===== src/exPkg.sv =====
// Shared widths, op codes and stage bundles for the two execute stages
package exPkg;

	typedef logic [63:0] word64;	// Data word
	typedef logic [64:0] aluWide;	// ALU value plus flag bit
	typedef logic [5:0]  regId;		// GPR number
	typedef logic [7:0]  uCmd;		// Pred code in 7:6, operation in 5:0
	typedef logic [7:0]  uIxt;		// ALU function, or multiply mode in 1:0
	typedef logic [15:0] memAddr;	// Byte address
	typedef logic [32:0] immVal;	// Decoded displacement

	// Operations, low six bits of uCmd
	localparam logic [5:0] opNop    = 6'h00;
	localparam logic [5:0] opMovRm  = 6'h01;	// Store Rm to memory
	localparam logic [5:0] opMovMr  = 6'h02;	// Load memory to Rm
	localparam logic [5:0] opAlu3   = 6'h03;
	localparam logic [5:0] opAluCmp = 6'h04;
	localparam logic [5:0] opMul3   = 6'h05;

	// Predication, high two bits of uCmd
	localparam logic [1:0] predAlways  = 2'b00;
	localparam logic [1:0] predNever   = 2'b01;
	localparam logic [1:0] predIfTrue  = 2'b10;
	localparam logic [1:0] predIfFalse = 2'b11;

	localparam uIxt aluAdd   = 8'h00;	// Carry in flag bit
	localparam uIxt aluSub   = 8'h01;	// Borrow in flag bit
	localparam uIxt aluAnd   = 8'h02;
	localparam uIxt aluOr    = 8'h03;
	localparam uIxt aluXor   = 8'h04;
	localparam uIxt aluCmpEq = 8'h05;
	localparam uIxt aluCmpGt = 8'h06;	// Signed compare

	typedef enum logic [1:0] {
		mulSignedLow    = 2'b00,	// Rm gets sign-extended low half
		mulUnsignedLow  = 2'b01,	// Rm gets zero-extended low half
		mulSignedWide   = 2'b10,	// DLR/DHR, DHR sign-extended
		mulUnsignedWide = 2'b11		// DLR/DHR, DHR zero-extended
	} mulMode;

	typedef enum logic [1:0] {
		memIdle = 2'b00,
		memOk   = 2'b01,	// Access done, data valid
		memHold = 2'b10		// Bit 1 set means hold
	} memStatus;

	localparam int memWaitCycles = 3;	// Hold cycles per access
	localparam int memDepthWords = 256;
	localparam int memIndexBits  = $clog2(memDepthWords);

	typedef struct packed {
		uCmd   cmd;
		uIxt   ixt;
		regId  idRs;	// Source A, ALU or base
		regId  idRt;	// Source B
		regId  idRm;	// Store source or destination
		word64 valRs;
		word64 valRt;
		word64 valRm;
		immVal imm;
	} microOp;

	typedef struct packed {
		logic   enable;
		logic   write;
		memAddr addr;
		word64  wdata;
	} memReq;

	typedef struct packed {
		logic  valid;
		regId  id;
		word64 value;
	} wbPort;

	// Stage 1 to stage 2 pipeline register
	typedef struct packed {
		microOp op;		// Op with predication already resolved
		aluWide aluRes;
	} ex1Bus;

endpackage


===== src/sprFile.sv =====
`timescale 1ns/1ps
// Special registers SR.T, DLR and DHR, written from stage 2 outside a hold
module sprFile (
	input  logic         clock,
	input  logic         rst,
	input  logic         hold,
	input  logic         setT,
	input  logic         newT,
	input  logic         setDlr,
	input  exPkg::word64 newDlr,
	input  logic         setDhr,
	input  exPkg::word64 newDhr,
	output logic         srT,
	output exPkg::word64 dlr,
	output exPkg::word64 dhr
);
	import exPkg::*;

	always_ff @(posedge clock) begin
		if (rst) begin
			srT <= 1'b0;
			dlr <= '0;
			dhr <= '0;
		end else if (!hold) begin
			if (setT) begin
				srT <= newT;	// Predication flag
			end
			if (setDlr) begin
				dlr <= newDlr;
			end
			if (setDhr) begin
				dhr <= newDhr;	// High half of wide multiply
			end
		end
	end

endmodule


===== config.mk =====
export PLATFORM = sky130hd
export DESIGN_NAME = sprFile
export DESIGN_NICKNAME = d
export VERILOG_FILES = /design/src/exPkg.sv /design/src/sprFile.sv
export SDC_FILE = /design/constraint.sdc
export NUM_CORES = 1
export LEC_CHECK = 0
export ABC_AREA = 1
export BUFFER_PORTS_ARGS = -buffer_cell sky130_fd_sc_hd__buf_2
export CORE_ASPECT_RATIO = 0.8
export CORE_MARGIN = 2
export CORE_UTILIZATION = 40
export CTS_CLUSTER_DIAMETER = 50
export CTS_CLUSTER_SIZE = 24
export DETAILED_ROUTE_END_ITERATION = 12
export HOLD_SLACK_MARGIN = 0.12
export PLACE_DENSITY_LB_ADDON = 0.25
export SYNTH_ARGS = -nofsm -noshare
export SYNTH_HDL_FRONTEND = slang
export SYNTH_SLANG_ARGS = --single-unit

===== constraint.sdc =====
create_clock -name clock -period 0.8 [get_ports clock]
set_input_delay 0.04 -clock clock [delete_from_list [all_inputs] [get_ports clock]]
set_output_delay 0.04 -clock clock [all_outputs]
set_load 0.01 [all_outputs]

==> out/qor.yml <==
finish:
  n_antenna_cell: 0
  fin_util_pct: 74.3
  area_delta_synth_final_pct: 81.5
  design_area_um2: 10100
  fin_nets: 1356
  fillers: 942
  drive_gt1_share_pct: 37.6
  layoutNonFillerInstCount: 1414
placed_design:
  placed_area_um2: 7070
  portBuffers: 263
  gp_congestion: 0.772
  dp_hpwl_um: 10300
  placed_cells: 1241
logic_synthesis:
  synth_xor_area_share_pct: 0
  synth_common_cells: "nor2_1, inv_1, dfxtp_1, nand2_1, nand3_1"
  netlist.area_leader.share_pct: 46.5
  synth_compound_area_share_pct: 0.0902
  synth_fa_ha_area_share_pct: 0
  synth-seq-area-share_pct: 46.5
  synth_flop_cell: "dfxtp_1"
  ys_warn_count: 0
  synth-edff-count: 0
  synth_most_common_cell: "nor2_1"
  ys_types: 13
  synthMuxAreaShare_pct: 0
  synth_top_family_by_area: "simple AND/OR/NAND/NOR gates"
  synthSimpleGateAreaFrac_pct: 39.0
  netlist_area_um2: 5550
  netlist_instances: 834
  synth.net_count: 969
  async_flop_share_pct: 0
  synth_area_leaders: "dfxtp_1, nor2_1, nand3_1, inv_1, nand2_1"
  ys_ff_latch: 129
  synth_area_leader_cell: "dfxtp_1"
  syn_area_per_cell_um2: 6.65
critical_path:
  cp_max_fo: 2
  crit_chain: "buf_6"
  path_class: "reg -> out"
  crit_path_max_incr_delay_ps: 360
  cp_top_family: "flip-flops"
  end_kind: "primary output"
  timing.critical_path.buf_inv: 1
  crit_arrival_ps: 890
  startpoint_type: "register"
  crit_path_top_delay_cell: "dfxtp_2"
  crit_required_ps: 760
power_and_ir_drop:
  cellPowerDensity_nw_per_um2: 1920
  leakage_nw: 5.24
  ir_worst_vdd_v: 0.00156
floorplanning:
  rows: 38
  die_area_um2: 14800
  initial_core_util_pct: 40.9
  num_io_pins: 264
  die_width_um: 136
  coreArea_um2: 13600
  die_h_um: 109
clock_tree:
  root_buffer: "clkbuf_16"
  clockBufferDepth: 2
  cts.sinks: 129
  clk_pin_slew_ps: 60
  cts-buffers-inserted: 17
  htreeDepth: 4
  clk_latency_ps: 420
  cts_tree: "yes"
sta:
  relSlewSlack_pct: 78.7
  finalCritPeriodShare_pct: 116
  setup_slack_ps: -127
  drv_slew: 0
  finalHoldViolCount: 0
  period_needed_ps: 927
  tns_ps: -12430
  setup_viol_count_final: 129
  worst_pin_slew_ps: 320
  clock.fmax_ghz: 1.08
  rsz0062_at_grt: "true"
  worst_clock_skew_ps: 0
routing:
  drtIter0Drc: 371
  antenna_left: 0
  avgViaCountPerCell: 4.66
  drc_errors: 0
  drt_wl_total_um: 19900
  dr.pass1.iters: 5
  wire_per_inst_um: 14.1
  vias: 6593
run_status:
  status: "finished, violations left"
  violations: "negative setup slack"
global_route:
  grt_max_degree: 65
  overflow: 0
  track_usage_pct: 26.4
  grt_pass1_wl_um: 30600
  antenna_found_initial: 0
  grt_pass1_vias: 6419
worst_hold_path:
  hold_path.class: "in -> reg"
job:
  cap_violations: 0
-- flip-flops by register name, indices dropped and copies added, names as in the netlist --
name / flops
dlr: 64
srT: 1
dhr: 64
-- power breakdown --
| part | internal (mW) | switching [mW] |
|---|---|---|
| clock | 5.62 | 2.86 |
| combinational | 2.00 | 1.62 |
| sequential | 6.95 | 0.317 |
| total | 14.6 | 4.79 |
-- cells by family (layout without fill, tap and decap cells) --
group | count (synthesis) | in the layout
buf+inv | 187 | 587
compound gates | 1 | 1
flops | 129 | 129
simple gates | 517 | 517
-- final cells by class --
| cell class | count | area (um2) | share of cell area (%) |
|---|---|---|---|
| multi-input combinational | 518 | 2170 | 21.5 |
| clock inverter | 9 | 151 | 1.50 |
| inverter | 133 | 503 | 4.99 |
| sequential | 129 | 2740 | 27.2 |
| timing repair buffer | 422 | 3780 | 37.6 |
| clock buffer | 23 | 498 | 4.94 |
| tap | 180 | 225 | 2.24 |
-- routing by layer --
metal	GRT usage [%]	wire, um
met1	28.2	7360
met4	14.4	846
met5	0	0
met2	46.0	10000
met3	9.31	1630
-- per-stage QoR --
step / power, mW / hold WS, ps / setup slack [ps]
2_1_floorplan: 8.61 / 200 / 19.6
3_3_place_gp: 9.66 / 313 / -61.6
3_5_place_dp: 9.68 / 316 / -76.3
4_1_cts: 19.3 / 147 / -132
5_1_grt: 20.2 / 174 / -164
6_report: 19.4 / 176 / -127
-- repair_timing --
item                       in CTS  in global routing
buffers inserted                2                  8
hold buffers                  131                  0
setup endpoints to repair     129                129
gates resized for setup       260                  0
hold endpoints to repair      129                  0
-- worst paths after layout --
kind                        start              endpoint  slack [ps]  cells after the start
max          dlr[12]$_SDFFE_PP0P_               dlr[12]        -130                      1
min                          hold  dhr[19]$_SDFFE_PP0P_         180                      5
max reg2reg  dhr[11]$_SDFFE_PP0P_  dhr[11]$_SDFFE_PP0P_          20                      3
min reg2reg  dhr[19]$_SDFFE_PP0P_  dhr[19]$_SDFFE_PP0P_         480                      2
-- layout by cell type (no fill, tap or decap), types with 4 or more instances in the layout --
cell type	Yosys	layout
inv_1	132	131
clkbuf_8	0	5
buf_6	11	129
buf_12	0	11
nor2_1	257	257
nand3_1	120	120
bufinv_16	0	4
clkinv_2	0	4
buf_2	11	134
buf_4	0	17
nand3_2	9	9
nand2_1	129	129
dlygate4sd3_1	0	131
clkbuf_16	0	17
dfxtp_2	0	129
Power figures use the tool's default switching activity.
