<file path="config.mk">
export PLATFORM = sky130hd
export DESIGN_NAME = exMultiplier
export DESIGN_NICKNAME = d
export VERILOG_FILES = /design/src/exPkg.sv /design/src/exMultiplier.sv
export SDC_FILE = /design/constraint.sdc
export NUM_CORES = 2
export LEC_CHECK = 0
export BUFFER_PORTS_ARGS = -buffer_cell sky130_fd_sc_hd__buf_4
export CAP_MARGIN = 20
export CORE_MARGIN = 3
export CORE_UTILIZATION = 53
export CTS_BUF_LIST = sky130_fd_sc_hd__clkbuf_2
export DETAILED_ROUTE_END_ITERATION = 7
export PLACE_DENSITY = 0.7
export SLEW_MARGIN = 30
export SYNTH_ARGS = -nofsm -noshare
export SYNTH_HDL_FRONTEND = slang
export SYNTH_SLANG_ARGS = --single-unit
</file>
<file path="constraint.sdc">
create_clock -name clock -period 9.15 [get_ports clock]
set_clock_uncertainty 0.2 [all_clocks]
set_input_delay 0.4575 -clock clock [delete_from_list [all_inputs] [get_ports clock]]
set_output_delay 0.4575 -clock clock [all_outputs]
set_load 0.05 [all_outputs]
</file>
<file path="src/exPkg.sv">
// Shared widths, op codes and stage bundles for the two execute stages
package exPkg;

	typedef logic [63:0] word64;	// Data word
	typedef logic [64:0] aluWide;	// ALU value plus flag bit
	typedef logic [5:0]  regId;		// GPR number
	typedef logic [7:0]  uCmd;		// Pred code in 7:6, operation in 5:0
	typedef logic [7:0]  uIxt;		// ALU function, or multiply mode in 1:0
	typedef logic [15:0] memAddr;	// Byte address
	typedef logic [32:0] immVal;	// Decoded displacement

	// Operations, low six bits of uCmd
	localparam logic [5:0] opNop    = 6'h00;
	localparam logic [5:0] opMovRm  = 6'h01;	// Store Rm to memory
	localparam logic [5:0] opMovMr  = 6'h02;	// Load memory to Rm
	localparam logic [5:0] opAlu3   = 6'h03;
	localparam logic [5:0] opAluCmp = 6'h04;
	localparam logic [5:0] opMul3   = 6'h05;

	// Predication, high two bits of uCmd
	localparam logic [1:0] predAlways  = 2'b00;
	localparam logic [1:0] predNever   = 2'b01;
	localparam logic [1:0] predIfTrue  = 2'b10;
	localparam logic [1:0] predIfFalse = 2'b11;

	localparam uIxt aluAdd   = 8'h00;	// Carry in flag bit
	localparam uIxt aluSub   = 8'h01;	// Borrow in flag bit
	localparam uIxt aluAnd   = 8'h02;
	localparam uIxt aluOr    = 8'h03;
	localparam uIxt aluXor   = 8'h04;
	localparam uIxt aluCmpEq = 8'h05;
	localparam uIxt aluCmpGt = 8'h06;	// Signed compare

	typedef enum logic [1:0] {
		mulSignedLow    = 2'b00,	// Rm gets sign-extended low half
		mulUnsignedLow  = 2'b01,	// Rm gets zero-extended low half
		mulSignedWide   = 2'b10,	// DLR/DHR, DHR sign-extended
		mulUnsignedWide = 2'b11		// DLR/DHR, DHR zero-extended
	} mulMode;

	typedef enum logic [1:0] {
		memIdle = 2'b00,
		memOk   = 2'b01,	// Access done, data valid
		memHold = 2'b10		// Bit 1 set means hold
	} memStatus;

	localparam int memWaitCycles = 3;	// Hold cycles per access
	localparam int memDepthWords = 256;
	localparam int memIndexBits  = $clog2(memDepthWords);

	typedef struct packed {
		uCmd   cmd;
		uIxt   ixt;
		regId  idRs;	// Source A, ALU or base
		regId  idRt;	// Source B
		regId  idRm;	// Store source or destination
		word64 valRs;
		word64 valRt;
		word64 valRm;
		immVal imm;
	} microOp;

	typedef struct packed {
		logic   enable;
		logic   write;
		memAddr addr;
		word64  wdata;
	} memReq;

	typedef struct packed {
		logic  valid;
		regId  id;
		word64 value;
	} wbPort;

	// Stage 1 to stage 2 pipeline register
	typedef struct packed {
		microOp op;		// Op with predication already resolved
		aluWide aluRes;
	} ex1Bus;

endpackage

</file>
<file path="src/exMultiplier.sv">
`timescale 1ns/1ps
// Two-cycle pipelined 32x32 multiplier with signed or unsigned operands
module exMultiplier (
	input  logic          clock,
	input  logic          rst,
	input  logic          hold,
	input  logic          start,
	input  logic [31:0]   a,
	input  logic [31:0]   b,
	input  exPkg::mulMode mode,
	output logic [63:0]   product
);
	import exPkg::*;

	logic               isSigned;	// Mode wants two's complement
	logic signed [32:0] aReg;		// Operand with extension bit
	logic signed [32:0] bReg;
	logic signed [65:0] fullProd;	// 33x33 product

	assign isSigned = (mode == mulSignedLow) || (mode == mulSignedWide);

	// First stage, operands captured with their signedness
	always_ff @(posedge clock) begin
		if (rst) begin
			aReg <= '0;
			bReg <= '0;
		end else if (start && !hold) begin
			aReg <= {isSigned & a[31], a};
			bReg <= {isSigned & b[31], b};
		end
	end

	assign fullProd = aReg * bReg;	// Zero top bit keeps unsigned exact

	// Second stage
	always_ff @(posedge clock) begin
		if (rst) begin
			product <= '0;
		end else if (!hold) begin
			product <= fullProd[63:0];	// Only 64 bits are meaningful
		end
	end

endmodule

</file>
==> impl_metrics.csv <==
group,metric,value,unit
synth,yosysWarnings,0,
detailed_routing,ant_nets,0,
detailed_routing,routed_wl,118,mm
layout,drive_gt1_share,7.25,%
worst_setup_path,critPathMaxFanout,17,
worst_setup_path,path_class,"flip-flop to flip-flop",
synth,synth_cell_types,69,
cts,cts_buffers,17,
cts,clkLatencyLatePin,990,ps
global_route,grt_overflow,0,
synth,muxShareOfSynthArea,0.285,%
worst_setup_path,crit_required,9830,ps
synth,yosys.area_share.adder,59.1,%
synth,netlist_top_cells_count,"fa_1, inv_1, nand2_1",
global_route,grt_max_degree,87,
synth,synth-xor-area-share,1.50,%
power,ir_worst_vdd,0.0000926,V
worst_setup_path,worst_setup_path_start_kind,"flip-flop",
layout,nets,6248,
detailed_routing,drc,0,
run,drv_cap,0,
sta,setup_viol,0,
placed_design,gp_congestion,0.910,
cts,clockBufferDepth,2,
synth,synth_area,42600,um^2
global_route,grt_pass1_vias,35000,
synth,synthTopCellsByArea,"fa_1, inv_1, and2_1",
synth,synth_top_area_share,52.9,%
layout,area_growth,10.2,%
sta,hold_viol_final,0,
detailed_routing,avgRoutedWirePerCell,19.9,um
placed_design,placed_cells,5717,
synth,synth.avg_cell_area,9.16,um^2
synth,synth_edf_count,0,
detailed_routing,drt-initial-drc-count,1977,
worst_setup_path,worst_r2r_endpoint,"product[45]",
synth,synth_top_family_by_area,"adder cells",
cts,cts_sinks,130,
detailed_routing,vias,31700,
cts,root_buffer,"clkbuf_2",
worst_setup_path,critPathArrivalTime,9400,ps
placed_design,dp_hpwl,95.4,mm
sta,slew_violations,0,
worst_setup_path,worstRegToRegCells,26,
floorplanning,start_util,53.7,%
layout,fin_cells,5915,
power,p_sw_share,49.9,%
sta,grt_setup_unrepaired,"no",
synth,synth-seq-area-share,6.11,%
worst_setup_path,end_kind,"flip-flop",
power,p_sw,1260,uW
floorplanning,die_h,289,um
power,power.density,53.7,nW/um^2
global_route,grt_pass1_wl,191,mm
synth,syn_nets,6055,
worst_hold_path,holdPathEnd,"bReg[21]",
synth,syn_inst,4648,
floorplanning,die_area,83800,um^2
worst_hold_path,min_from,"start",
layout,n_fill_cell,6827,
layout,seqCellArea,2630,um^2
power,power_frac_comb,53.7,%
synth,ys_seq_elements,130,
cts,cts.clk_slew.worst_paths,290,ps
detailed_routing,viasPerCell,5.37,
synth,ys_async_sr_fraction,0,%
worst_hold_path,holdCritPathClass,"primary input to flip-flop",
synth,ys.flop_type,"dfxtp_1",
sta,min_period_over_period,95.3,%
power,p_int,1260,uW
global_route,grtUsageTotal,29.9,%
detailed_routing,dr.pass1.iters,8,
sta,max_freq,0.115,GHz
sta,finalCriticalPeriod,8720,ps
sta,slew_headroom,31.8,%
worst_setup_path,reg2reg_from,"aReg[19]",
power,power_leakage,0.0244,uW
floorplanning,die_w,289,um
power,p_seq_share,27.9,%
synth,synth_compound_gate_area_share,4.56,%
sta,setup_tns,0,ps
layout,multi_input_area,35000,um^2
worst_setup_path,rrSetupSlack,430,ps
run_status,outcome,"completed",
global_route,antenna_found_initial,12,
floorplanning,num_rows,103,
cts,cts_tree,"done",
floorplanning,pin_count,134,
sta,tightest_slew,1020,ps
synth,synth.most_common_cell,"fa_1",
synth,synth-simple-area-share,16.6,%
cts,htree_levels,4,
power,pwr-share-clk,18.4,%
placed_design,io_buffers,132,
synth,synth_largest_area_cell,"fa_1",
floorplanning,core,79300,um^2
cts,cts_setup_buffers,0,
worst_hold_path,holdPathStages,5,
metrics by stage:
stage | total power, uW | area (um^2) | hold WS, ps | worst slack [ps] | util (%)
CTS | 2510 | 46900 | 2.27 | 477 | 59.2
global placement | 1980 | 45100 | 244 | 533 | 56.9
finish | 2520 | 47000 | 133 | 427 | 59.2
floorplan | 1500 | 42600 | 275 | 1120 | -
detailed placement | 1990 | 45100 | 247 | 509 | 56.9
global route | 2680 | 46900 | 68.4 | 119 | 59.2
flip-flops by register name (all words and copies together), names as in the netlist:
register	flops
product	64
aReg	33
bReg	33
logic make-up (layout without fill, tap and decap cells):
| group | count (synthesis) | in the layout |
|---|---|---|
| adders and majority gates | 1337 | 1337 |
| other | 0 | 11 |
| buffers and inverters | 1337 | 1543 |
| and+or+nand+nor | 1448 | 1448 |
| xor gates and xnor gates | 73 | 73 |
| DFF | 130 | 130 |
| AOI/OAI and AO/OA | 311 | 311 |
| muxes | 12 | 12 |
critical path, cell delays in order (launching register included):
cell,delay [ps]
dfxtp_1,1040
buf_4,270
nand2_1,90
fa_1,490
fa_1,500
inv_1,50
fa_1,510
inv_1,70
fa_1,500
fa_1,520
inv_1,60
fa_1,500
fa_1,500
inv_1,50
fa_1,520
inv_1,70
ha_1,350
a21oi_1,250
o21bai_1,140
a221o_1,330
and2_1,170
a211oi_2,380
o211ai_1,200
a31oi_1,450
xnor2_1,200
nand2_1,80
a21oi_1,150
worst max-delay path by stage:
stage	from	slack, ps	cells after the start	end
after floorplan	bReg[3]	1120	28	product[61]
after global placement	bReg[5]	530	27	product[60]
after detailed placement	aReg[32]	510	25	product[63]
after CTS	aReg[32]	480	25	product[63]
after global routing	bReg[5]	120	26	product[63]
final	aReg[19]	430	26	product[45]
power by group through the flow:
stage               sequential, uW  combinational, uW  clock, uW
floorplan                      735                760          0
CTS                            701               1340        469
finish                         705               1350        463
detailed placement             711               1280          0
global route                   710               1480        486
global placement               710               1270          0
per-layer routing:
metal / GRT usage (%) / vias to the layer above / share of wire [%]
met2: 50.3 / 1167 / 50
met4: 14.1 / 4 / 5.5
met3: 6.17 / 309 / 7.5
met5: 0 / - / 0.029
li1: - / 13800 / -
met1: 37.0 / 16500 / 37
what timing repair did:
action                                  4_1_cts  5_1_grt
hold buffers                                154        0
hold endpoints to repair                    122        0
gates resized for setup                       0        1
endpoints found under the setup margin        0        1
cell type report:
class / instances / area share [%]
multi-input combinational: 3181 / 74.5
inverter: 1076 / 8.60
timing repair buffer: 435 / 7.90
sequential: 130 / 5.59
tap: 1050 / 2.80
clock inverter: 15 / 0.402
clock buffer: 17 / 0.181
antenna: 11 / 0.0586
layout by cell type (no fill, tap or decap), drive strengths merged, types with 9 or more instances in the layout:
| cell type | instances |
|---|---|
| nor2b | 33 |
| ha | 212 |
| and3 | 9 |
| fa | 1125 |
| inv | 1085 |
| nor2 | 67 |
| dlygate4sd3 | 154 |
| nand4 | 14 |
| nand2 | 723 |
| xor2 | 19 |
| xnor2 | 54 |
| a21o | 36 |
| and2 | 553 |
| dfxtp | 130 |
| diode | 11 |
| a21oi | 169 |
| nand2b | 11 |
| clkbuf | 17 |
| o21bai | 13 |
| a211oi | 10 |
| nand3 | 15 |
| o21ai | 32 |
| buf | 281 |
| mux2i | 11 |
(Power assumes the default switching activity.)
