## src/exPkg.sv

```systemverilog
// Shared widths, op codes and stage bundles for the two execute stages
package exPkg;

	typedef logic [63:0] word64;	// Data word
	typedef logic [64:0] aluWide;	// ALU value plus flag bit
	typedef logic [5:0]  regId;		// GPR number
	typedef logic [7:0]  uCmd;		// Pred code in 7:6, operation in 5:0
	typedef logic [7:0]  uIxt;		// ALU function, or multiply mode in 1:0
	typedef logic [15:0] memAddr;	// Byte address
	typedef logic [32:0] immVal;	// Decoded displacement

	// Operations, low six bits of uCmd
	localparam logic [5:0] opNop    = 6'h00;
	localparam logic [5:0] opMovRm  = 6'h01;	// Store Rm to memory
	localparam logic [5:0] opMovMr  = 6'h02;	// Load memory to Rm
	localparam logic [5:0] opAlu3   = 6'h03;
	localparam logic [5:0] opAluCmp = 6'h04;
	localparam logic [5:0] opMul3   = 6'h05;

	// Predication, high two bits of uCmd
	localparam logic [1:0] predAlways  = 2'b00;
	localparam logic [1:0] predNever   = 2'b01;
	localparam logic [1:0] predIfTrue  = 2'b10;
	localparam logic [1:0] predIfFalse = 2'b11;

	localparam uIxt aluAdd   = 8'h00;	// Carry in flag bit
	localparam uIxt aluSub   = 8'h01;	// Borrow in flag bit
	localparam uIxt aluAnd   = 8'h02;
	localparam uIxt aluOr    = 8'h03;
	localparam uIxt aluXor   = 8'h04;
	localparam uIxt aluCmpEq = 8'h05;
	localparam uIxt aluCmpGt = 8'h06;	// Signed compare

	typedef enum logic [1:0] {
		mulSignedLow    = 2'b00,	// Rm gets sign-extended low half
		mulUnsignedLow  = 2'b01,	// Rm gets zero-extended low half
		mulSignedWide   = 2'b10,	// DLR/DHR, DHR sign-extended
		mulUnsignedWide = 2'b11		// DLR/DHR, DHR zero-extended
	} mulMode;

	typedef enum logic [1:0] {
		memIdle = 2'b00,
		memOk   = 2'b01,	// Access done, data valid
		memHold = 2'b10		// Bit 1 set means hold
	} memStatus;

	localparam int memWaitCycles = 3;	// Hold cycles per access
	localparam int memDepthWords = 256;
	localparam int memIndexBits  = $clog2(memDepthWords);

	typedef struct packed {
		uCmd   cmd;
		uIxt   ixt;
		regId  idRs;	// Source A, ALU or base
		regId  idRt;	// Source B
		regId  idRm;	// Store source or destination
		word64 valRs;
		word64 valRt;
		word64 valRm;
		immVal imm;
	} microOp;

	typedef struct packed {
		logic   enable;
		logic   write;
		memAddr addr;
		word64  wdata;
	} memReq;

	typedef struct packed {
		logic  valid;
		regId  id;
		word64 value;
	} wbPort;

	// Stage 1 to stage 2 pipeline register
	typedef struct packed {
		microOp op;		// Op with predication already resolved
		aluWide aluRes;
	} ex1Bus;

endpackage

```

## src/exStage1.sv

```systemverilog
`timescale 1ns/1ps
// Execute stage 1: op latch, predication, ALU operands, multiply start and memory issue
module exStage1 (
	input  logic            clock,
	input  logic            rst,
	input  logic            hold,
	input  exPkg::microOp   inOp,
	input  logic            opValid,
	input  logic            srT,
	input  exPkg::aluWide   aluResult,
	output exPkg::word64    aluA,
	output exPkg::word64    aluB,
	output exPkg::uIxt      aluFunc,
	output logic            mulStart,
	output logic [31:0]     mulA,
	output logic [31:0]     mulB,
	output exPkg::mulMode   mulSel,
	output exPkg::memReq    memRequest,
	output exPkg::ex1Bus    ex1Out
);
	import exPkg::*;

	microOp     opReg;		// Latched micro-op
	logic       opLive;		// Latched op arrived with opValid
	logic       liveT;		// T flag including the op now in stage 2
	logic       opEnable;	// Predicate outcome
	logic [5:0] effOp;		// Operation after predication
	logic       isMem;		// Load or store
	word64      immExt;		// Displacement widened to 64 bits

	always_ff @(posedge clock) begin
		if (rst) begin
			opLive <= 1'b0;
		end else if (!hold) begin
			opLive <= opValid;
		end
	end

	always_ff @(posedge clock) begin
		if (!hold) begin
			opReg <= inOp;
		end
	end

	// A flag op in stage 2 writes SR at this edge, so take its value directly
	always_comb begin
		liveT = srT;
		if (ex1Out.op.cmd[5:0] == opAlu3 || ex1Out.op.cmd[5:0] == opAluCmp) begin
			liveT = ex1Out.aluRes[64];
		end
	end

	always_comb begin
		case (opReg.cmd[7:6])
			predAlways:  opEnable = 1'b1;
			predNever:   opEnable = 1'b0;
			predIfTrue:  opEnable = liveT;
			predIfFalse: opEnable = !liveT;
			default:     opEnable = 1'b0;
		endcase
	end

	assign effOp  = (opLive && opEnable) ? opReg.cmd[5:0] : opNop;
	assign isMem  = (effOp == opMovRm) || (effOp == opMovMr);
	assign immExt = {{31{opReg.imm[32]}}, opReg.imm};	// Sign-extend

	// ALU doubles as the address adder for memory ops
	always_comb begin
		aluA    = opReg.valRs;
		aluB    = opReg.valRt;
		aluFunc = opReg.ixt;
		if (isMem) begin
			aluB    = immExt;	// Base plus displacement
			aluFunc = aluAdd;
		end
	end

	assign mulStart = (effOp == opMul3);
	assign mulA     = opReg.valRs[31:0];
	assign mulB     = opReg.valRt[31:0];
	assign mulSel   = mulMode'(opReg.ixt[1:0]);

	// Presented only on the edge the op moves on, so memory sees it once
	assign memRequest.enable = isMem && !hold;
	assign memRequest.write  = (effOp == opMovRm);
	assign memRequest.addr   = aluResult[15:0];
	assign memRequest.wdata  = opReg.valRm;	// Store data from Rm

	always_ff @(posedge clock) begin
		if (rst) begin
			ex1Out.op.cmd <= {predAlways, opNop};
		end else if (!hold) begin
			ex1Out.op     <= opReg;
			ex1Out.op.cmd <= {predAlways, effOp};	// Disabled ops arrive as NOP
			ex1Out.aluRes <= aluResult;
		end
	end

endmodule

```

## config.mk

```make
export PLATFORM = sky130hd
export DESIGN_NAME = exStage1
export DESIGN_NICKNAME = d
export VERILOG_FILES = /design/src/exPkg.sv /design/src/exStage1.sv
export SDC_FILE = /design/constraint.sdc
export NUM_CORES = 1
export LEC_CHECK = 0
export ABC_AREA = 1
export BUFFER_PORTS_ARGS = -buffer_cell sky130_fd_sc_hd__buf_4
export CELL_PAD_IN_SITES_DETAIL_PLACEMENT = 1
export CELL_PAD_IN_SITES_GLOBAL_PLACEMENT = 1
export CORE_AREA = 2 2 364 366
export CTS_CLUSTER_SIZE = 24
export DETAILED_ROUTE_END_ITERATION = 7
export DIE_AREA = 0 0 366 368
export PLACE_DENSITY_LB_ADDON = 0.12
export SYNTH_ARGS = -nofsm -noshare
export SYNTH_HDL_FRONTEND = slang
export SYNTH_SLANG_ARGS = --single-unit
```

## constraint.sdc

```tcl
create_clock -name clock -period 41.9 [get_ports clock]
set_input_delay 6.285 -clock clock [delete_from_list [all_inputs] [get_ports clock]]
set_output_delay 6.285 -clock clock [all_outputs]
set_load 0.02 [all_outputs]
```

==> impl_results.md <==
* Status: complete, no violations
* Setup Buffers After CTS at 0
* TNS Setup at 0 ps
* Initial cell density of the core at 15.39%
* Gr usage total at 11.24%
* Max frequency at 65.79 MHz
* Clock Pin Slew Worst Setup and Hold Paths at 50 ps
* Fraction of layout cells with a size suffix above 1 at 55.71%
* Seq/Total Area, Yosys at 86.45%
* DP Wirelength at 59450 microns
* Clock Root Buffer: clkbuf_16
* Most common cell after layout, fill and taps aside: buf_4
* Period minus WS final at 15200 ps
* CTS Hold Bufs at 0
* Power Total at 1479 uW
* Post-Synth Adder-Cell Area at 0%
* Die area at 134700 sq um
* Iter 0 DRT Violations at 537
* Via count at 11680
* Drt via density at 3.201
* Die Height at 368 microns
* Final setup viols at 0
* Overflow after GRT at 0
* Crit path capture type: output pin
* Vias in the first global route at 12830
* Worst-path maximum fanout at 65
* CTS sink cnt at 582
* Clock Skew at 30.11 ps
* Worst slew pin tran at 1006 ps
* Most frequent cells in the layout: buf_4, edfxtp_1, nand2_1
* Non-Filler Instances at 3647
* Gate Count Post-Synth at 1045
* Worst setup SP type: primary input
* Pin count of the biggest net entering global routing at 113
* Synth unique cells at 21
* Critical Path AT at 8920 ps
* Mapped Area at 20130 sq um
* # H-tree levels at 3
* Port-buffer cells at 935
* Global-route wire length before repair at 106300 microns
* Compound-Gate Fraction of Synth Area at 0.7022%
* Pwr/cell area at 49.18 nW/um^2
* Die width at 366 microns
* Initial antenna violation count at 8
* Max Cap Violations at 0
* Flip-flop and latch count after synthesis at 582
* Final period util at 36.28%
* Boundary Pins at 938
* CTS tree: yes
* Pre-Repair DR Iteration Count at 4
* WP data required at 35620 ps
* Avg Synthesized Cell Area at 19.27 sq um
* XOR/XNOR Fraction of Synth Area at 0%
* Clock Latency Late Sink at 650 ps
* Relative slew slack at 32.94%
* Post-Synth Simple-Gate Area at 4.151%
* Final count of pins violating max slew at 0
* Leak at 0.01195 uW
* WL final at 78450 microns
* Mux cell area share after synthesis at 0%
* Final Core Density at 22.99%
* Finished Cell Area at 30070 sq um
* Dpl cell area at 27760 sq um
* Post-CTS sizing at 0
* Area Growth Syn to Fin at 49.36%
* DRC at 0
* # nets final at 2169
* DP Cell Count at 3516
* Largest family of logic cells by synthesized area: buffers and inverters
* Core Region at 130800 sq um
* Antenna viol nets, final at 0
* Yosys warns at 0
* RSZ-0062 raised after global routing: no
* Fin. Hold Viols at 0
* Worst setup path category: primary input to output pin
* Num CTS Buffers at 77
* Avg WL per Cell at 21.51 microns
* Clock Path Buffers at 3
* Max VDD drop at 0.02358 mV
* GP Congestion at 0.7764
* HP Class: flop to flop
* Cell Rows at 133
==> cells in the mapped netlist <==
| library cell | count | area share, % |
|---|---|---|
| edfxtp_1 | 575 | 86 |
| buf_4 | 212 | 7.9 |
| nand2_1 | 146 | 2.7 |
| nand3_1 | 39 | 0.97 |
| clkbuf_1 | 9 | 0.17 |
| a21boi_0 | 8 | 0.30 |
| inv_1 | 8 | 0.15 |
| nor2_1 | 8 | 0.15 |
| dfxtp_1 | 7 | 0.70 |
| o21ai_0 | 7 | 0.17 |
| a21oi_1 | 6 | 0.15 |
| buf_6 | 6 | 0.34 |
| buf_2 | 4 | 0.099 |
| nand4_1 | 3 | 0.093 |
| conb_1 | 1 | 0.019 |
| inv_2 | 1 | 0.019 |
| nand2_2 | 1 | 0.031 |
| nand3b_1 | 1 | 0.037 |
| nor2_8 | 1 | 0.099 |
| nor3_2 | 1 | 0.050 |
| o41ai_2 | 1 | 0.081 |
==> power by group <==
group,total (uW),switching (uW),leakage [uW],internal (uW)
Combinational,159,93.2,0.00527,65.6
Sequential,702,19.2,0.00556,683
Clock,618,256,0.00112,361
Total,1480,369,0.0119,1110
==> registers in the layout (all words and copies together), names as in the netlist <==
name        cells
ex1Out        322
aluA           64
memRequest     64
opReg          64
immExt         33
mulB           32
mulSel          2
opLive          1
==> area by class of cell <==
type / count / area [sq um]
antenna: 2 / 5.005
clock buffer: 95 / 2037
clock inverter: 34 / 269.0
fill: 14330 / 100700
inverter: 9 / 41.29
multi-input combinational: 224 / 1016
sequential: 582 / 17410
tap: 1755 / 2196
timing repair buffer: 946 / 7102
==> worst paths after layout <==
check / slack [ps] / endpoint / depth (start not counted) / from
max: 26700 / aluB[56] / 11 / srT
min: 410 / ex1Out[300] / 0 / opReg[235]
max reg2reg: 40340 / ex1Out[319] / 8 / ex1Out[316]
min reg2reg: 410 / ex1Out[300] / 0 / opReg[235]
==> stage by stage <==
step	setup slack (ps)	hold WS (ps)
finish	26700	410.6
global route	26300	400.9
CTS	26540	394.2
detailed placement	26530	405.2
global placement	26650	400.6
floorplan	21520	400.3
==> worst max-delay path: stages <==
cell and delay (ps):
buf_4 110, nand2_1 110, nand3_1 80, nand3_1 110
nand4_1 120, nand2_2 460, buf_4 400, nand2_4 530
nand2_1 250, nand2_1 80, buf_4 200
==> cell families after synthesis <==
kind of cell	count (synthesis)
buf+inv	240
flops	582
compound gates	22
simple gates	200
other cells	1
==> layer usage <==
layer / track usage (%) / share of wire [%] / wire (microns)
met1: 11.02 / 34 / 26960
met2: 20.47 / 52 / 41160
met4: 3.411 / 2.6 / 2032
met5: 0 / 0.043 / 34
met3: 5.738 / 11 / 8261
(Power assumes the default switching activity.)
