==> src/exPkg.sv <==
// Shared widths, op codes and stage bundles for the two execute stages
package exPkg;

	typedef logic [63:0] word64;	// Data word
	typedef logic [64:0] aluWide;	// ALU value plus flag bit
	typedef logic [5:0]  regId;		// GPR number
	typedef logic [7:0]  uCmd;		// Pred code in 7:6, operation in 5:0
	typedef logic [7:0]  uIxt;		// ALU function, or multiply mode in 1:0
	typedef logic [15:0] memAddr;	// Byte address
	typedef logic [32:0] immVal;	// Decoded displacement

	// Operations, low six bits of uCmd
	localparam logic [5:0] opNop    = 6'h00;
	localparam logic [5:0] opMovRm  = 6'h01;	// Store Rm to memory
	localparam logic [5:0] opMovMr  = 6'h02;	// Load memory to Rm
	localparam logic [5:0] opAlu3   = 6'h03;
	localparam logic [5:0] opAluCmp = 6'h04;
	localparam logic [5:0] opMul3   = 6'h05;

	// Predication, high two bits of uCmd
	localparam logic [1:0] predAlways  = 2'b00;
	localparam logic [1:0] predNever   = 2'b01;
	localparam logic [1:0] predIfTrue  = 2'b10;
	localparam logic [1:0] predIfFalse = 2'b11;

	localparam uIxt aluAdd   = 8'h00;	// Carry in flag bit
	localparam uIxt aluSub   = 8'h01;	// Borrow in flag bit
	localparam uIxt aluAnd   = 8'h02;
	localparam uIxt aluOr    = 8'h03;
	localparam uIxt aluXor   = 8'h04;
	localparam uIxt aluCmpEq = 8'h05;
	localparam uIxt aluCmpGt = 8'h06;	// Signed compare

	typedef enum logic [1:0] {
		mulSignedLow    = 2'b00,	// Rm gets sign-extended low half
		mulUnsignedLow  = 2'b01,	// Rm gets zero-extended low half
		mulSignedWide   = 2'b10,	// DLR/DHR, DHR sign-extended
		mulUnsignedWide = 2'b11		// DLR/DHR, DHR zero-extended
	} mulMode;

	typedef enum logic [1:0] {
		memIdle = 2'b00,
		memOk   = 2'b01,	// Access done, data valid
		memHold = 2'b10		// Bit 1 set means hold
	} memStatus;

	localparam int memWaitCycles = 3;	// Hold cycles per access
	localparam int memDepthWords = 256;
	localparam int memIndexBits  = $clog2(memDepthWords);

	typedef struct packed {
		uCmd   cmd;
		uIxt   ixt;
		regId  idRs;	// Source A, ALU or base
		regId  idRt;	// Source B
		regId  idRm;	// Store source or destination
		word64 valRs;
		word64 valRt;
		word64 valRm;
		immVal imm;
	} microOp;

	typedef struct packed {
		logic   enable;
		logic   write;
		memAddr addr;
		word64  wdata;
	} memReq;

	typedef struct packed {
		logic  valid;
		regId  id;
		word64 value;
	} wbPort;

	// Stage 1 to stage 2 pipeline register
	typedef struct packed {
		microOp op;		// Op with predication already resolved
		aluWide aluRes;
	} ex1Bus;

endpackage

==> src/exStage2.sv <==
`timescale 1ns/1ps
// Execute stage 2: result select, T and DLR/DHR update, hold on multiply and memory
module exStage2 (
	input  logic             clock,
	input  logic             rst,
	input  exPkg::ex1Bus     ex1In,
	input  logic [63:0]      mulProduct,
	input  exPkg::word64     memData,
	input  exPkg::memStatus  memState,
	output logic             exHold,
	output exPkg::wbPort     gprWb,
	output logic             setT,
	output logic             newT,
	output logic             setDlr,
	output exPkg::word64     newDlr,
	output logic             setDhr,
	output exPkg::word64     newDhr
);
	import exPkg::*;

	logic [3:0] holdCyc;	// Cycles held so far on this op
	logic [5:0] op;
	mulMode     mode;
	logic       memOp;		// Waits on the data memory
	logic       wbWant;		// Op writes a GPR
	logic       tWant;
	logic       dlrWant;
	logic       dhrWant;
	word64      wbValue;

	assign op   = ex1In.op.cmd[5:0];
	assign mode = mulMode'(ex1In.op.ixt[1:0]);

	always_comb begin
		exHold  = 1'b0;
		memOp   = 1'b0;
		wbWant  = 1'b0;
		tWant   = 1'b0;
		dlrWant = 1'b0;
		dhrWant = 1'b0;
		wbValue = ex1In.aluRes[63:0];	// ALU value by default
		newT    = ex1In.aluRes[64];
		newDlr  = {32'b0, mulProduct[31:0]};
		newDhr  = {{32{mulProduct[63]}}, mulProduct[63:32]};

		case (op)
			opMovRm: begin
				memOp = 1'b1;
			end
			opMovMr: begin
				memOp   = 1'b1;
				wbWant  = 1'b1;
				wbValue = memData;
			end
			opAlu3: begin
				wbWant = 1'b1;
				tWant  = 1'b1;	// Carry or outcome into T
			end
			opAluCmp: begin
				tWant = 1'b1;
			end
			opMul3: begin
				if (holdCyc != 4'd1) begin
					exHold = 1'b1;	// Product lands one cycle later
				end
				case (mode)
					mulSignedLow: begin
						wbWant  = 1'b1;
						wbValue = {{32{mulProduct[31]}}, mulProduct[31:0]};
					end
					mulUnsignedLow: begin
						wbWant  = 1'b1;
						wbValue = {32'b0, mulProduct[31:0]};
					end
					mulSignedWide: begin
						dlrWant = 1'b1;
						dhrWant = 1'b1;
					end
					default: begin
						dlrWant = 1'b1;
						dhrWant = 1'b1;
						newDhr  = {32'b0, mulProduct[63:32]};	// Zero-extended high
					end
				endcase
			end
			default: begin
			end
		endcase

		// First cycle always waits, then until memory leaves hold
		if (memOp && (holdCyc == 4'd0 || memState == memHold)) begin
			exHold = 1'b1;
		end

		gprWb.valid = wbWant && !exHold;	// Only on the last cycle
		gprWb.id    = ex1In.op.idRm;
		gprWb.value = wbValue;
		setT        = tWant && !exHold;
		setDlr      = dlrWant && !exHold;
		setDhr      = dhrWant && !exHold;
	end

	always_ff @(posedge clock) begin
		if (rst) begin
			holdCyc <= '0;
		end else if (exHold) begin
			holdCyc <= holdCyc + 4'd1;
		end else begin
			holdCyc <= '0;	// Cleared as the op leaves
		end
	end

endmodule

==> config.mk <==
export PLATFORM = sky130hd
export DESIGN_NAME = exStage2
export DESIGN_NICKNAME = d
export VERILOG_FILES = /design/src/exPkg.sv /design/src/exStage2.sv
export SDC_FILE = /design/constraint.sdc
export NUM_CORES = 1
export LEC_CHECK = 0
export BUFFER_PORTS_ARGS = -buffer_cell sky130_fd_sc_hd__buf_2
export CAP_MARGIN = 20
export CORE_AREA = 2 2 256 258
export CTS_CLUSTER_SIZE = 25
export DETAILED_ROUTE_END_ITERATION = 10
export DIE_AREA = 0 0 258 260
export GPL_TIMING_DRIVEN = 0
export HOLD_SLACK_MARGIN = 0.06
export PLACE_DENSITY = 0.31
export REMOVE_ABC_BUFFERS = 1
export SLEW_MARGIN = 20
export SYNTH_ARGS = -nofsm -noshare
export SYNTH_HDL_FRONTEND = slang
export SYNTH_SLANG_ARGS = --single-unit
==> constraint.sdc <==
create_clock -name clock -period 2.6 [get_ports clock]
set_clock_uncertainty 0.1 [all_clocks]
set_input_delay 0.39 -clock clock [delete_from_list [all_inputs] [get_ports clock]]
set_output_delay 0.39 -clock clock [all_outputs]
set_load 0.03 [all_outputs]
==> impl_results.md <==
- Router iterations before antenna repair: 6
- Post-synthesis mux area share: 0%
- Synth area leader: buf_4
- Post-synth EDFFs: 0
- Die X: 258 um
- Final setup fails: 0
- HPWL Detailed: roughly 16000 um
- Pleak: just over 0.002 uW
- Slowest stage delay, CP: between 0.3 and 0.4 ns
- Max Clk Rate: ~390 MHz
- Full die area: 0.0671 mm^2
- Post-synth top area share: between 40% and 50%
- Top reg by flops: holdCyc
- GR Overflow Total: 0
- Yosys Warn Count: 0
- TritonCTS clock tree: built
- Worst vdd ir: between 0.0002 and 0.00025 V
- NetSw: 518 uW
- Largest cells by area after synthesis: buf_4 42%, a221o_1 27%, and3_1 8.6%
- Fin util: 6.85%
- Top Registers: holdCyc (4)
- Final Hold Viols: 0
- Synth Area in Compound Gates: 29.4%
- Hold Path Class: reg2reg
- Number of global-route vias before repair: 2871
- Number of diodes: 0
- I/O pins: 660
- First-pass GRT wire length: 23300 um
- Main combinational cell family by area after synthesis: buffers and inverters
- Crit end category: output pin
- Status: finished clean
- Comb pwr share: a little over two thirds
- Power per Cell Area: 234 mW/mm^2
- Slew @ Worst Pin: 0.619 ns
- Clk pin slew, worst setup/hold paths: 0.03 ns
- Synth Area in Simple Gates: 14.6%
- Pint: 510 uW
- FFs w/ async S/R, synth: 0%
- Max FFs per register: 4
- Xor-xnor portion of the synthesized cell area: 0.726%
- Final critical-path share of the clock period: 98.9%
- Area Growth Syn to Fin: 82.0%
- DR iter-0 viols: 70
- Initial core utilization: 3.76%
- Cells after DPL: 1338
- GR Util All Layers: 5.21%
- Fillers: 7588
- Commonest cells in the netlist: 136 x buf_4, 64 x a221o_1, 33 x and3_1
- CTS Buffer Depth: 2
- Worst slew margin: 58.1%
- Most frequent cell on the critical path: buf_16
- Post-synth cell types: 35
- Worst Setup Slack, final: 0.0285 ns
- Mapped Area: between 0.002 and 0.0025 mm^2
- Data arrival, critical path: 2.08 ns
- Clk sinks: 4
- Final slew viol count: 0
- DRT Wirelength: 20300 um
- R2r worst-path depth: 5
- Sw Share: 50.4%
- Vias per cell: 2.28
- Total CTS buffers: 3
- Cell Count, Final, Fillers Out: 1358
- Area of the multi-input gates: approximately 0.0013 mm^2
- Synth Flop Type: dfxtp_1
- CP Cell Sequence: buf_4 > and4bb_4 > buf_16 > o21ai_4 > clkbuf_16 > buf_16 > a221o_1 > buf_2
- Worst slack at placement: -0.567 ns
- Adder-cell share of the synthesized area: 1.56%
- Row count: 93
- Die height: 260 um
- Top-count cell post-synth: buf_4
- Layout cells sized above 1: 67.6%
- Syn Inst Count: 300
- DR vias: 3103
- Setup CP Type: in2out
- Tmin final: 2.57 ns
- Core area: 0.0641 mm^2
- Synth Area per Inst: ~8.0 um^2
- CP Max Fanout: 30
- Post-synthesis register bit count: 4
- Clk_lat worst skew: 0.23 ns
- Req. time, crit path: between 2 and 2.5 ns
- Final GP Congestion: 0.740
- Initial antenna violation count: 4
- FF/Latch Area: 80.1 um^2
- Root buffer cell: clkbuf_16
- Post-route ant nets: 0
- H-tree level count: 1
- Reg power frac: 6.1%
- Clk pwr share: a little under a quarter
- Maxcap violations: 0
- Wirelength per Cell: 15.0 um
- Final Net Count: 964
- Port bufs: 306
- Setup crit start kind: primary input
- Worst-path cell with the longest stage delay: a221o_1
- Largest net degree at the start of global routing: 56
- Number of remaining DRC errors: 0
- Hold path depth: 1
- RSZ-0062 raised after global routing: true
- Post-synthesis sequential area ratio: 3.32%
==> power by group through the flow <==
| stage | clock network [uW] | registers, uW | logic (uW) |
|---|---|---|---|
| 2_1_floorplan | 0 | 63.1 | 345 |
| 3_3_place_gp | 0 | 63.2 | 698 |
| 3_5_place_dp | 0 | 63.2 | 710 |
| 4_1_cts | 245 | 62.4 | 727 |
| 5_1_grt | 255 | 62.4 | 766 |
| 6_report | 242 | 62.4 | 724 |
==> layout by cell type (no fill, tap or decap), types with 2 or more instances in the layout <==
master / synthesis / layout
nor3b_1: 2 / 2
inv_1: 4 / 4
buf_2: 9 / 301
ha_1: 3 / 3
nor2b_1: 2 / 2
buf_6: 10 / 2
and4_4: 1 / 2
a221o_1: 64 / 64
a21oi_1: 3 / 2
and3_1: 33 / 33
buf_4: 136 / 15
clkbuf_16: 0 / 5
dfxtp_1: 4 / 4
buf_16: 0 / 5
nor3_1: 3 / 3
conb_1: 1 / 32
==> cell families after synthesis <==
| kind of cell | after synthesis |
|---|---|
| and+or+nand+nor | 53 |
| DFF | 4 |
| adders and majority gates | 3 |
| AOI/OAI and AO/OA | 73 |
| xor gates and xnor gates | 2 |
| buffers and inverters | 164 |
| other | 1 |
==> per-stage QoR <==
stage | power [uW] | setup TNS (ns) | instance area, um^2 | hold slack (ns)
after CTS | 1030 | 0 | 4300 | 0.432
after detailed placement | 773 | -33.33 | 4110 | 0.430
after global routing | 1080 | -0.0325 | 4390 | 0.488
after global placement | 762 | -330.15 | 3930 | 0.421
final | 1030 | 0 | 4390 | 0.432
after floorplan | 408 | -216.37 | 1330 | 0.383
==> area by class of cell <==
cell class / count / share of cell area [%]
clock buffer: 3 / 1.71
inverter: 4 / 0.342
multi-input combinational: 165 / 29.2
sequential: 4 / 1.82
tap: 855 / 24.4
timing repair buffer: 327 / 42.6
==> path summary, 6_finish.rpt <==
check / start / slack [ns] / end
setup / recovery: ex1In[317] / 0.03 / gprWb[53]
hold / removal: holdCyc[0]$_SDFF_PP0_ / 0.43 / holdCyc[0]$_SDFF_PP0_
setup reg to reg: holdCyc[0]$_SDFF_PP0_ / 0.87 / holdCyc[3]$_SDFF_PP0_
hold reg to reg: holdCyc[0]$_SDFF_PP0_ / 0.43 / holdCyc[0]$_SDFF_PP0_
==> metal layers <==
metal	vias to the layer above	GRT usage, %	share of wire [%]
li1	1379	-	-
met1	1334	4.47	32
met2	348	8.69	44
met3	42	1.73	12
met4	0	6.66	13
met5	-	0.214	0
==> repair_timing <==
action                                  CTS  global route
cloned                                    2             3
pin swaps                                 3             2
gates resized for setup                   5             8
endpoints found under the setup margin   98            47
setup buffers                             8             4
hold buffers                              0             0
==> critical path, delay by kind of cell <==
kind / cells / cell delay (ns)
simple gates: 1 / 0.37
buf+inv: 5 / 0.82
compound gates: 2 / 0.47
No activity file was read; power rests on OpenSTA's default activity.
