## config.mk

```make
export PLATFORM = sky130hd
export DESIGN_NAME = exAlu
export DESIGN_NICKNAME = d
export VERILOG_FILES = /design/src/exPkg.sv /design/src/exAlu.sv
export SDC_FILE = /design/constraint.sdc
export NUM_CORES = 1
export LEC_CHECK = 0
export BUFFER_PORTS_ARGS = -buffer_cell sky130_fd_sc_hd__buf_2
export CAP_MARGIN = 0
export CORE_MARGIN = 2
export CORE_UTILIZATION = 40
export DETAILED_ROUTE_END_ITERATION = 6
export PLACE_DENSITY = 0.63
export SYNTH_ARGS = -nofsm -noshare
export SYNTH_HDL_FRONTEND = slang
export SYNTH_SLANG_ARGS = --single-unit
```

## constraint.sdc

```tcl
create_clock -name vclk -period 8.1
set_input_delay 0.81 -clock vclk [all_inputs]
set_output_delay 0.81 -clock vclk [all_outputs]
set_load 0.05 [all_outputs]
```

## src/exPkg.sv

```systemverilog
// Shared widths, op codes and stage bundles for the two execute stages
package exPkg;

	typedef logic [63:0] word64;	// Data word
	typedef logic [64:0] aluWide;	// ALU value plus flag bit
	typedef logic [5:0]  regId;		// GPR number
	typedef logic [7:0]  uCmd;		// Pred code in 7:6, operation in 5:0
	typedef logic [7:0]  uIxt;		// ALU function, or multiply mode in 1:0
	typedef logic [15:0] memAddr;	// Byte address
	typedef logic [32:0] immVal;	// Decoded displacement

	// Operations, low six bits of uCmd
	localparam logic [5:0] opNop    = 6'h00;
	localparam logic [5:0] opMovRm  = 6'h01;	// Store Rm to memory
	localparam logic [5:0] opMovMr  = 6'h02;	// Load memory to Rm
	localparam logic [5:0] opAlu3   = 6'h03;
	localparam logic [5:0] opAluCmp = 6'h04;
	localparam logic [5:0] opMul3   = 6'h05;

	// Predication, high two bits of uCmd
	localparam logic [1:0] predAlways  = 2'b00;
	localparam logic [1:0] predNever   = 2'b01;
	localparam logic [1:0] predIfTrue  = 2'b10;
	localparam logic [1:0] predIfFalse = 2'b11;

	localparam uIxt aluAdd   = 8'h00;	// Carry in flag bit
	localparam uIxt aluSub   = 8'h01;	// Borrow in flag bit
	localparam uIxt aluAnd   = 8'h02;
	localparam uIxt aluOr    = 8'h03;
	localparam uIxt aluXor   = 8'h04;
	localparam uIxt aluCmpEq = 8'h05;
	localparam uIxt aluCmpGt = 8'h06;	// Signed compare

	typedef enum logic [1:0] {
		mulSignedLow    = 2'b00,	// Rm gets sign-extended low half
		mulUnsignedLow  = 2'b01,	// Rm gets zero-extended low half
		mulSignedWide   = 2'b10,	// DLR/DHR, DHR sign-extended
		mulUnsignedWide = 2'b11		// DLR/DHR, DHR zero-extended
	} mulMode;

	typedef enum logic [1:0] {
		memIdle = 2'b00,
		memOk   = 2'b01,	// Access done, data valid
		memHold = 2'b10		// Bit 1 set means hold
	} memStatus;

	localparam int memWaitCycles = 3;	// Hold cycles per access
	localparam int memDepthWords = 256;
	localparam int memIndexBits  = $clog2(memDepthWords);

	typedef struct packed {
		uCmd   cmd;
		uIxt   ixt;
		regId  idRs;	// Source A, ALU or base
		regId  idRt;	// Source B
		regId  idRm;	// Store source or destination
		word64 valRs;
		word64 valRt;
		word64 valRm;
		immVal imm;
	} microOp;

	typedef struct packed {
		logic   enable;
		logic   write;
		memAddr addr;
		word64  wdata;
	} memReq;

	typedef struct packed {
		logic  valid;
		regId  id;
		word64 value;
	} wbPort;

	// Stage 1 to stage 2 pipeline register
	typedef struct packed {
		microOp op;		// Op with predication already resolved
		aluWide aluRes;
	} ex1Bus;

endpackage

```

## src/exAlu.sv

```systemverilog
`timescale 1ns/1ps
// Combinational 64-bit ALU, flag outcome returned in bit 64 of the result
module exAlu (
	input  exPkg::word64  a,
	input  exPkg::word64  b,
	input  exPkg::uIxt    func,
	output exPkg::aluWide result
);
	import exPkg::*;

	logic isEq;		// Operands equal
	logic isGt;		// a above b, signed

	assign isEq = (a == b);
	assign isGt = ($signed(a) > $signed(b));

	always_comb begin
		result = '0;
		case (func)
			aluAdd: begin
				result = {1'b0, a} + {1'b0, b};	// Carry lands in bit 64
			end
			aluSub: begin
				result = {1'b0, a} - {1'b0, b};	// Borrow lands in bit 64
			end
			aluAnd: begin
				result = {1'b0, a & b};
			end
			aluOr: begin
				result = {1'b0, a | b};
			end
			aluXor: begin
				result = {1'b0, a ^ b};
			end
			aluCmpEq: begin
				result = {isEq, 63'b0, isEq};	// Outcome also as value
			end
			aluCmpGt: begin
				result = {isGt, 63'b0, isGt};
			end
			default: begin
				result = {1'b0, a};	// Unknown func passes A
			end
		endcase
	end

endmodule

```

==> results of run 1 <==
worst paths after layout:
path              startpoint          to  slack [ns]  cells past startpoint
hold / removal         a[53]  result[53]        2.07                      4
setup / recovery        b[0]  result[62]        2.14                     16
cells by family (layout without fill, tap and decap cells):
family	after synthesis	in the layout
compound gates	739	739
mux	8	8
xor+xnor	39	39
buf+inv	312	414
simple gates	519	519
fa+ha+maj	196	196
synthesized netlist by cell type (6+ instances only):
cell	instances	area (µm²)
buf_1	9	33.8
and2_1	9	56.3
o21ai_1	7	35.0
or3_1	13	81.3
a21oi_1	222	1110
or4_1	7	52.6
o211ai_1	34	255
o221ai_1	11	96.3
buf_2	21	105
xnor2_1	36	315
a21boi_0	7	52.6
nor4_1	20	125
a221oi_1	16	140
nand2b_1	12	75.1
o32a_1	6	60.1
buf_4	8	60.1
o21a_1	19	143
a32oi_1	8	70.1
a31oi_1	19	119
nand4_1	29	181
a21o_1	27	203
inv_1	184	691
clkbuf_1	75	282
and3_1	9	56.3
nor2b_1	20	125
a211oi_1	14	105
nand3_1	39	195
inv_2	10	37.5
mux2i_1	6	60.1
o22ai_1	38	238
o31ai_1	26	195
o21ai_0	150	751
a22oi_1	16	120
nor3_1	42	210
nor2_1	155	582
o21bai_1	30	225
nand2_1	138	518
ha_1	194	2430
o31a_1	13	114
stage by stage:
stage	setup WS, ns	hold WS [ns]	cells	power [mW]
6_report	2.14	2.07	2293	0.911
5_1_grt	1.99	2.10	2293	0.983
4_1_cts	2.26	2.07	2293	0.890
3_5_place_dp	2.28	2.08	2293	0.885
3_3_place_gp	2.24	2.06	2293	0.883
2_1_floorplan	2.69	1.95	1813	0.640
routing by layer:
layer	GRT usage, %	vias up	wire, µm
li1	-	6801	-
met3	2.32	127	3560
met4	10.5	0	1750
met5	0	-	0
met1	40.5	6919	21000
met2	54.8	727	23600
final cells by class:
class / count / area, µm²
inverter: 197 / 739
tap: 378 / 473
multi-input combinational: 1501 / 10200
timing repair buffer: 217 / 1130
fill: 3097 / 15400
power by group through the flow:
| stage | combinational, mW | clock (mW) | sequential [mW] |
|---|---|---|---|
| after floorplan | 0.640 | 0 | 0 |
| after global placement | 0.883 | 0 | 0 |
| after detailed placement | 0.885 | 0 | 0 |
| after CTS | 0.890 | 0 | 0 |
| after global routing | 0.983 | 0 | 0 |
| final | 0.911 | 0 | 0 |
critical path: stages:
cell and delay [ns]:
buf_2 0.10, ha_1 0.26, inv_1 0.08, fa_1 0.42, nand2b_1 0.19, a21o_1 0.21, a21oi_1 0.44, o21ai_1 0.25
o211a_1 0.27, o31ai_2 0.44, a311o_2 0.30, a21boi_2 0.10, or2_1 0.28, or3_1 0.38, a32oi_1 0.30, buf_2 0.33
==> results.yml, run 1 <==
outcome:
  outcome: "finished, final reports clean"
sta:
  finalSetupViolCount: 0
  hold_viol_final: 0
  clock.fmax_mhz: 168
  finalCritPeriodShare_pct: 73.6
  rsz0062_at_grt: "no"
  max-slew-margin-rel_pct: 36.2
  slew_viol_final: 0
  period_needed_ns: 5.96
  tightest_slew_ns: 0.953
  tns_ns: 0
worst_setup_path:
  cp.arrival_ns: 5.15
  crit_required_ns: 7.29
  crit_fanout: 4
  path_class: "primary input to output pin"
  crit_path_start_kind: "primary input"
  cp-end-kind: "output pin"
power_and_ir_drop:
  p_switching_uw: 618
  power_density_mw_per_mm2: 72.4
  p_sw_share_pct: 67.8
  p_clk_share_pct: 0
  internal_power_uw: 293
  seqPwrFrac_pct: 0
  p_leak_nw: 5.77
  p_comb_share_pct: 100.0
  ir_drop_mv: 0.0405
finish:
  design.seq.count: 0
  syn_to_final_growth_pct: 9.73
  final_cell_mix: "a21oi_1 (222), buf_2 (201), ha_1 (194), inv_1 (184), nor2_1 (155)"
  nClkBuffers: 0
  layout.cells.most_common: "a21oi_1"
  insertedDiodeCount: 0
  regArea_um2: 0
  layout-drive-gt1-share_pct: 14.2
  layout.nets: 2249
  post-route-cell-area_mm2: 0.0126
  post-route-util_pct: 44.9
routing:
  drcViolationCount: 0
  drt_pass1_iterations: 6
  antenna_left: 0
  vias: 14600
  drtIter0Drc: 1377
  wirelength_mm: 49.9
  wl_per_cell_um: 21.8
  vias_per_cell: 6.36
synthesis:
  syn_area_mm2: 0.0115
  yosys.area_share.adder_pct: 21.5
  synthMuxAreaShare_pct: 0.721
  synth_compound_area_share_pct: 42.4
  yosysWarnings: 0
  synth_xor_area_share_pct: 2.98
  syn_nets: 2145
  seq_area_frac_synth_pct: 0
  synth_cells: 1813
  syn_avg_cell_area_um2: 6.32
  synth_top_family_by_area: "compound AO/OA/AOI/OAI gates"
  yosys.area_share.simple_pct: 21.6
  ys_types: 90
place:
  place_congestion: 0.999
  io_buffer_count: 201
  placed_area_mm2: 0.0126
  dp_hpwl_mm: 38.4
die:
  initial_core_util_pct: 40.9
  rows: 61
  die_height_um: 173
  die-area_mm2: 0.0300
  io_pins: 201
  die_width_um: 173
  core_mm2: 0.0280
global_route:
  grt_pass1_wl_mm: 76.8
  track_usage_pct: 31.3
  grt_pass1_vias: 13700
  grt_remaining_overflow: 0
  antenna_found_initial: 0
  grt_max_degree: 53
worst_hold_path:
  hp-class: "primary input to output pin"
flow_run:
  drv_cap: 0
clock_network:
  cts-resized-gates: 0
  cts_setup_buffers: 0
  postCtsHoldBufs: 0
Note: power is estimated with default switching activity, not from simulation.
==> inputs of run 2 (changes only) <==
- clock period: 8.1 -> 5.56 ns (I/O delays scaled with it)
==> run 2 against run 1 <==
Die area did not move. Final area rose by 1.9%. Global-route usage rose by 0.44 points. Power rose by 48%. Final cell count rose by 1.3%. Utilization rose by 0.83 points. Critical path depth did not move. Via count rose by 0.16%. First-iteration DRC count rose by 13%.
==> results.yml, run 2 (same netlist as run 1, synthesis figures left out) <==
clock_network:
  postCtsHoldBufs: 0
  cts_setup_buffers: 0
  cts-resized-gates: 0
worst_setup_path:
  cp-end-kind: "output pin"
  crit_fanout: 5
  crit_buf_inv: 3
  crit_path_start_kind: "primary input"
  cp_cell_sequence: "buf_2 -> ha_1 -> inv_1 -> fa_1 -> nand2b_1 -> a21o_1 -> a21oi_1 -> o21bai_1 -> a31o_1 -> o31a_1 -> o41ai_4 -> a21oi_1 -> nor2_2 -> xnor2_1 -> o221ai_1 -> buf_2"
  worst_path_largest_cell_delay_ns: 0.59
  cp_top_family: "compound AO/OA/AOI/OAI gates"
  crit_required_ns: 5.00
  cpMaxStageDelayCell: "o41ai_4"
  path_class: "primary input to output pin"
  cp.arrival_ns: 4.59
finish:
  nClkBuffers: 0
  final_cell_mix: "a21oi_1 (222), buf_2 (201), ha_1 (194), inv_1 (184), nor2_1 (155)"
  design.seq.count: 0
  layout.nets: 2278
  instances_no_fill: 2323
  layout-drive-gt1-share_pct: 15.4
  layout.cells.most_common: "a21oi_1"
  syn_to_final_growth_pct: 11.8
  regArea_um2: 0
global_route:
  grt_pass1_vias: 13800
  grt_max_degree: 46
  track_usage_pct: 31.7
  grt_pass1_wl_mm: 77.8
  grt_remaining_overflow: 0
  antenna_found_initial: 1
sta:
  finalCritPeriodShare_pct: 92.5
  finalSetupViolCount: 0
  fin_ws_ns: 0.415
  rsz0062_at_grt: "no"
  hold_viol_final: 0
  clock.fmax_mhz: 194
  tns_ns: 0
  max-slew-margin-rel_pct: 23.6
  slew_viol_final: 0
  tightest_slew_ns: 1.14
  period_needed_ns: 5.14
power_and_ir_drop:
  power_density_mw_per_mm2: 105
  ir_drop_mv: 0.0467
  p_leak_nw: 5.91
routing:
  antenna_left: 0
  vias: 14600
  wirelength_mm: 50.5
  drt_pass1_iterations: 6
  vias_per_cell: 6.28
  drcViolationCount: 0
  drtIter0Drc: 1551
  wl_per_cell_um: 21.7
die:
  io_pins: 201
  die_height_um: 173
  rows: 61
  die_width_um: 173
  core_mm2: 0.0280
  initial_core_util_pct: 40.9
  die-area_mm2: 0.0300
worst_hold_path:
  min_from: "a[51]"
  min_delay_path_depth: 4
  hp-class: "primary input to output pin"
  min_to: "result[51]"
outcome:
  outcome: "finished, final reports clean"
place:
  dp_hpwl_mm: 39.6
  io_buffer_count: 201
  place_congestion: 1.02
  dp_slack_ns: 0.512
  dp.cells: 2322
flow_run:
  drv_cap: 0
-- run 2: cell count changes in the layout (fill, tap and decap cells not counted), sizes merged --
cell / change
buf: +29
diode: +1
-- run 2: per-stage QoR --
| stage | power (mW) | hold slack, ns | instance area [µm²] | utilization, % |
|---|---|---|---|---|
| floorplan | 0.932 | 1.45 | 11500 | - |
| global placement | 1.31 | 1.55 | 12800 | 45.7 |
| detailed placement | 1.31 | 1.56 | 12800 | 45.7 |
| CTS | 1.31 | 1.57 | 12800 | 45.7 |
| global route | 1.45 | 1.58 | 12800 | 45.7 |
| finish | 1.35 | 1.56 | 12800 | 45.7 |
-- run 2: final cells by class --
type               instances  area [µm²]
diodes                     1        2.50
multi-input cells       1501       10200
repair buffers           246        1360
well taps                378         473
inverters                197         739
fillers                 3058       15200
-- run 2: power by group --
group	internal, mW	total, mW	leakage, nW	switching (mW)
logic	0.441	1.35	5.91	0.906
registers	0	0	0	0
clock network	0.0000000241	0.0000000241	0.00000634	0
total	0.441	1.35	5.91	0.906
-- run 2: per-layer routing --
metal | part of all wire (%) | track usage, % | wire [µm] | up-vias
met2 | 46 | 53.9 | 23300 | 822
met1 | 41 | 41.9 | 20700 | 6794
met4 | 3.6 | 10.2 | 1800 | 0
met3 | 9.3 | 3.51 | 4690 | 125
met5 | 0 | 0 | 0 | -
li1 | - | - | - | 6857
-- run 2: worst max path at each step --
stage,start,end,depth (start not counted)
floorplan,a[0],result[40],14
global placement,b[0],result[60],16
detailed placement,b[0],result[60],16
CTS,b[0],result[60],16
global route,a[0],result[60],16
finish,b[0],result[60],16
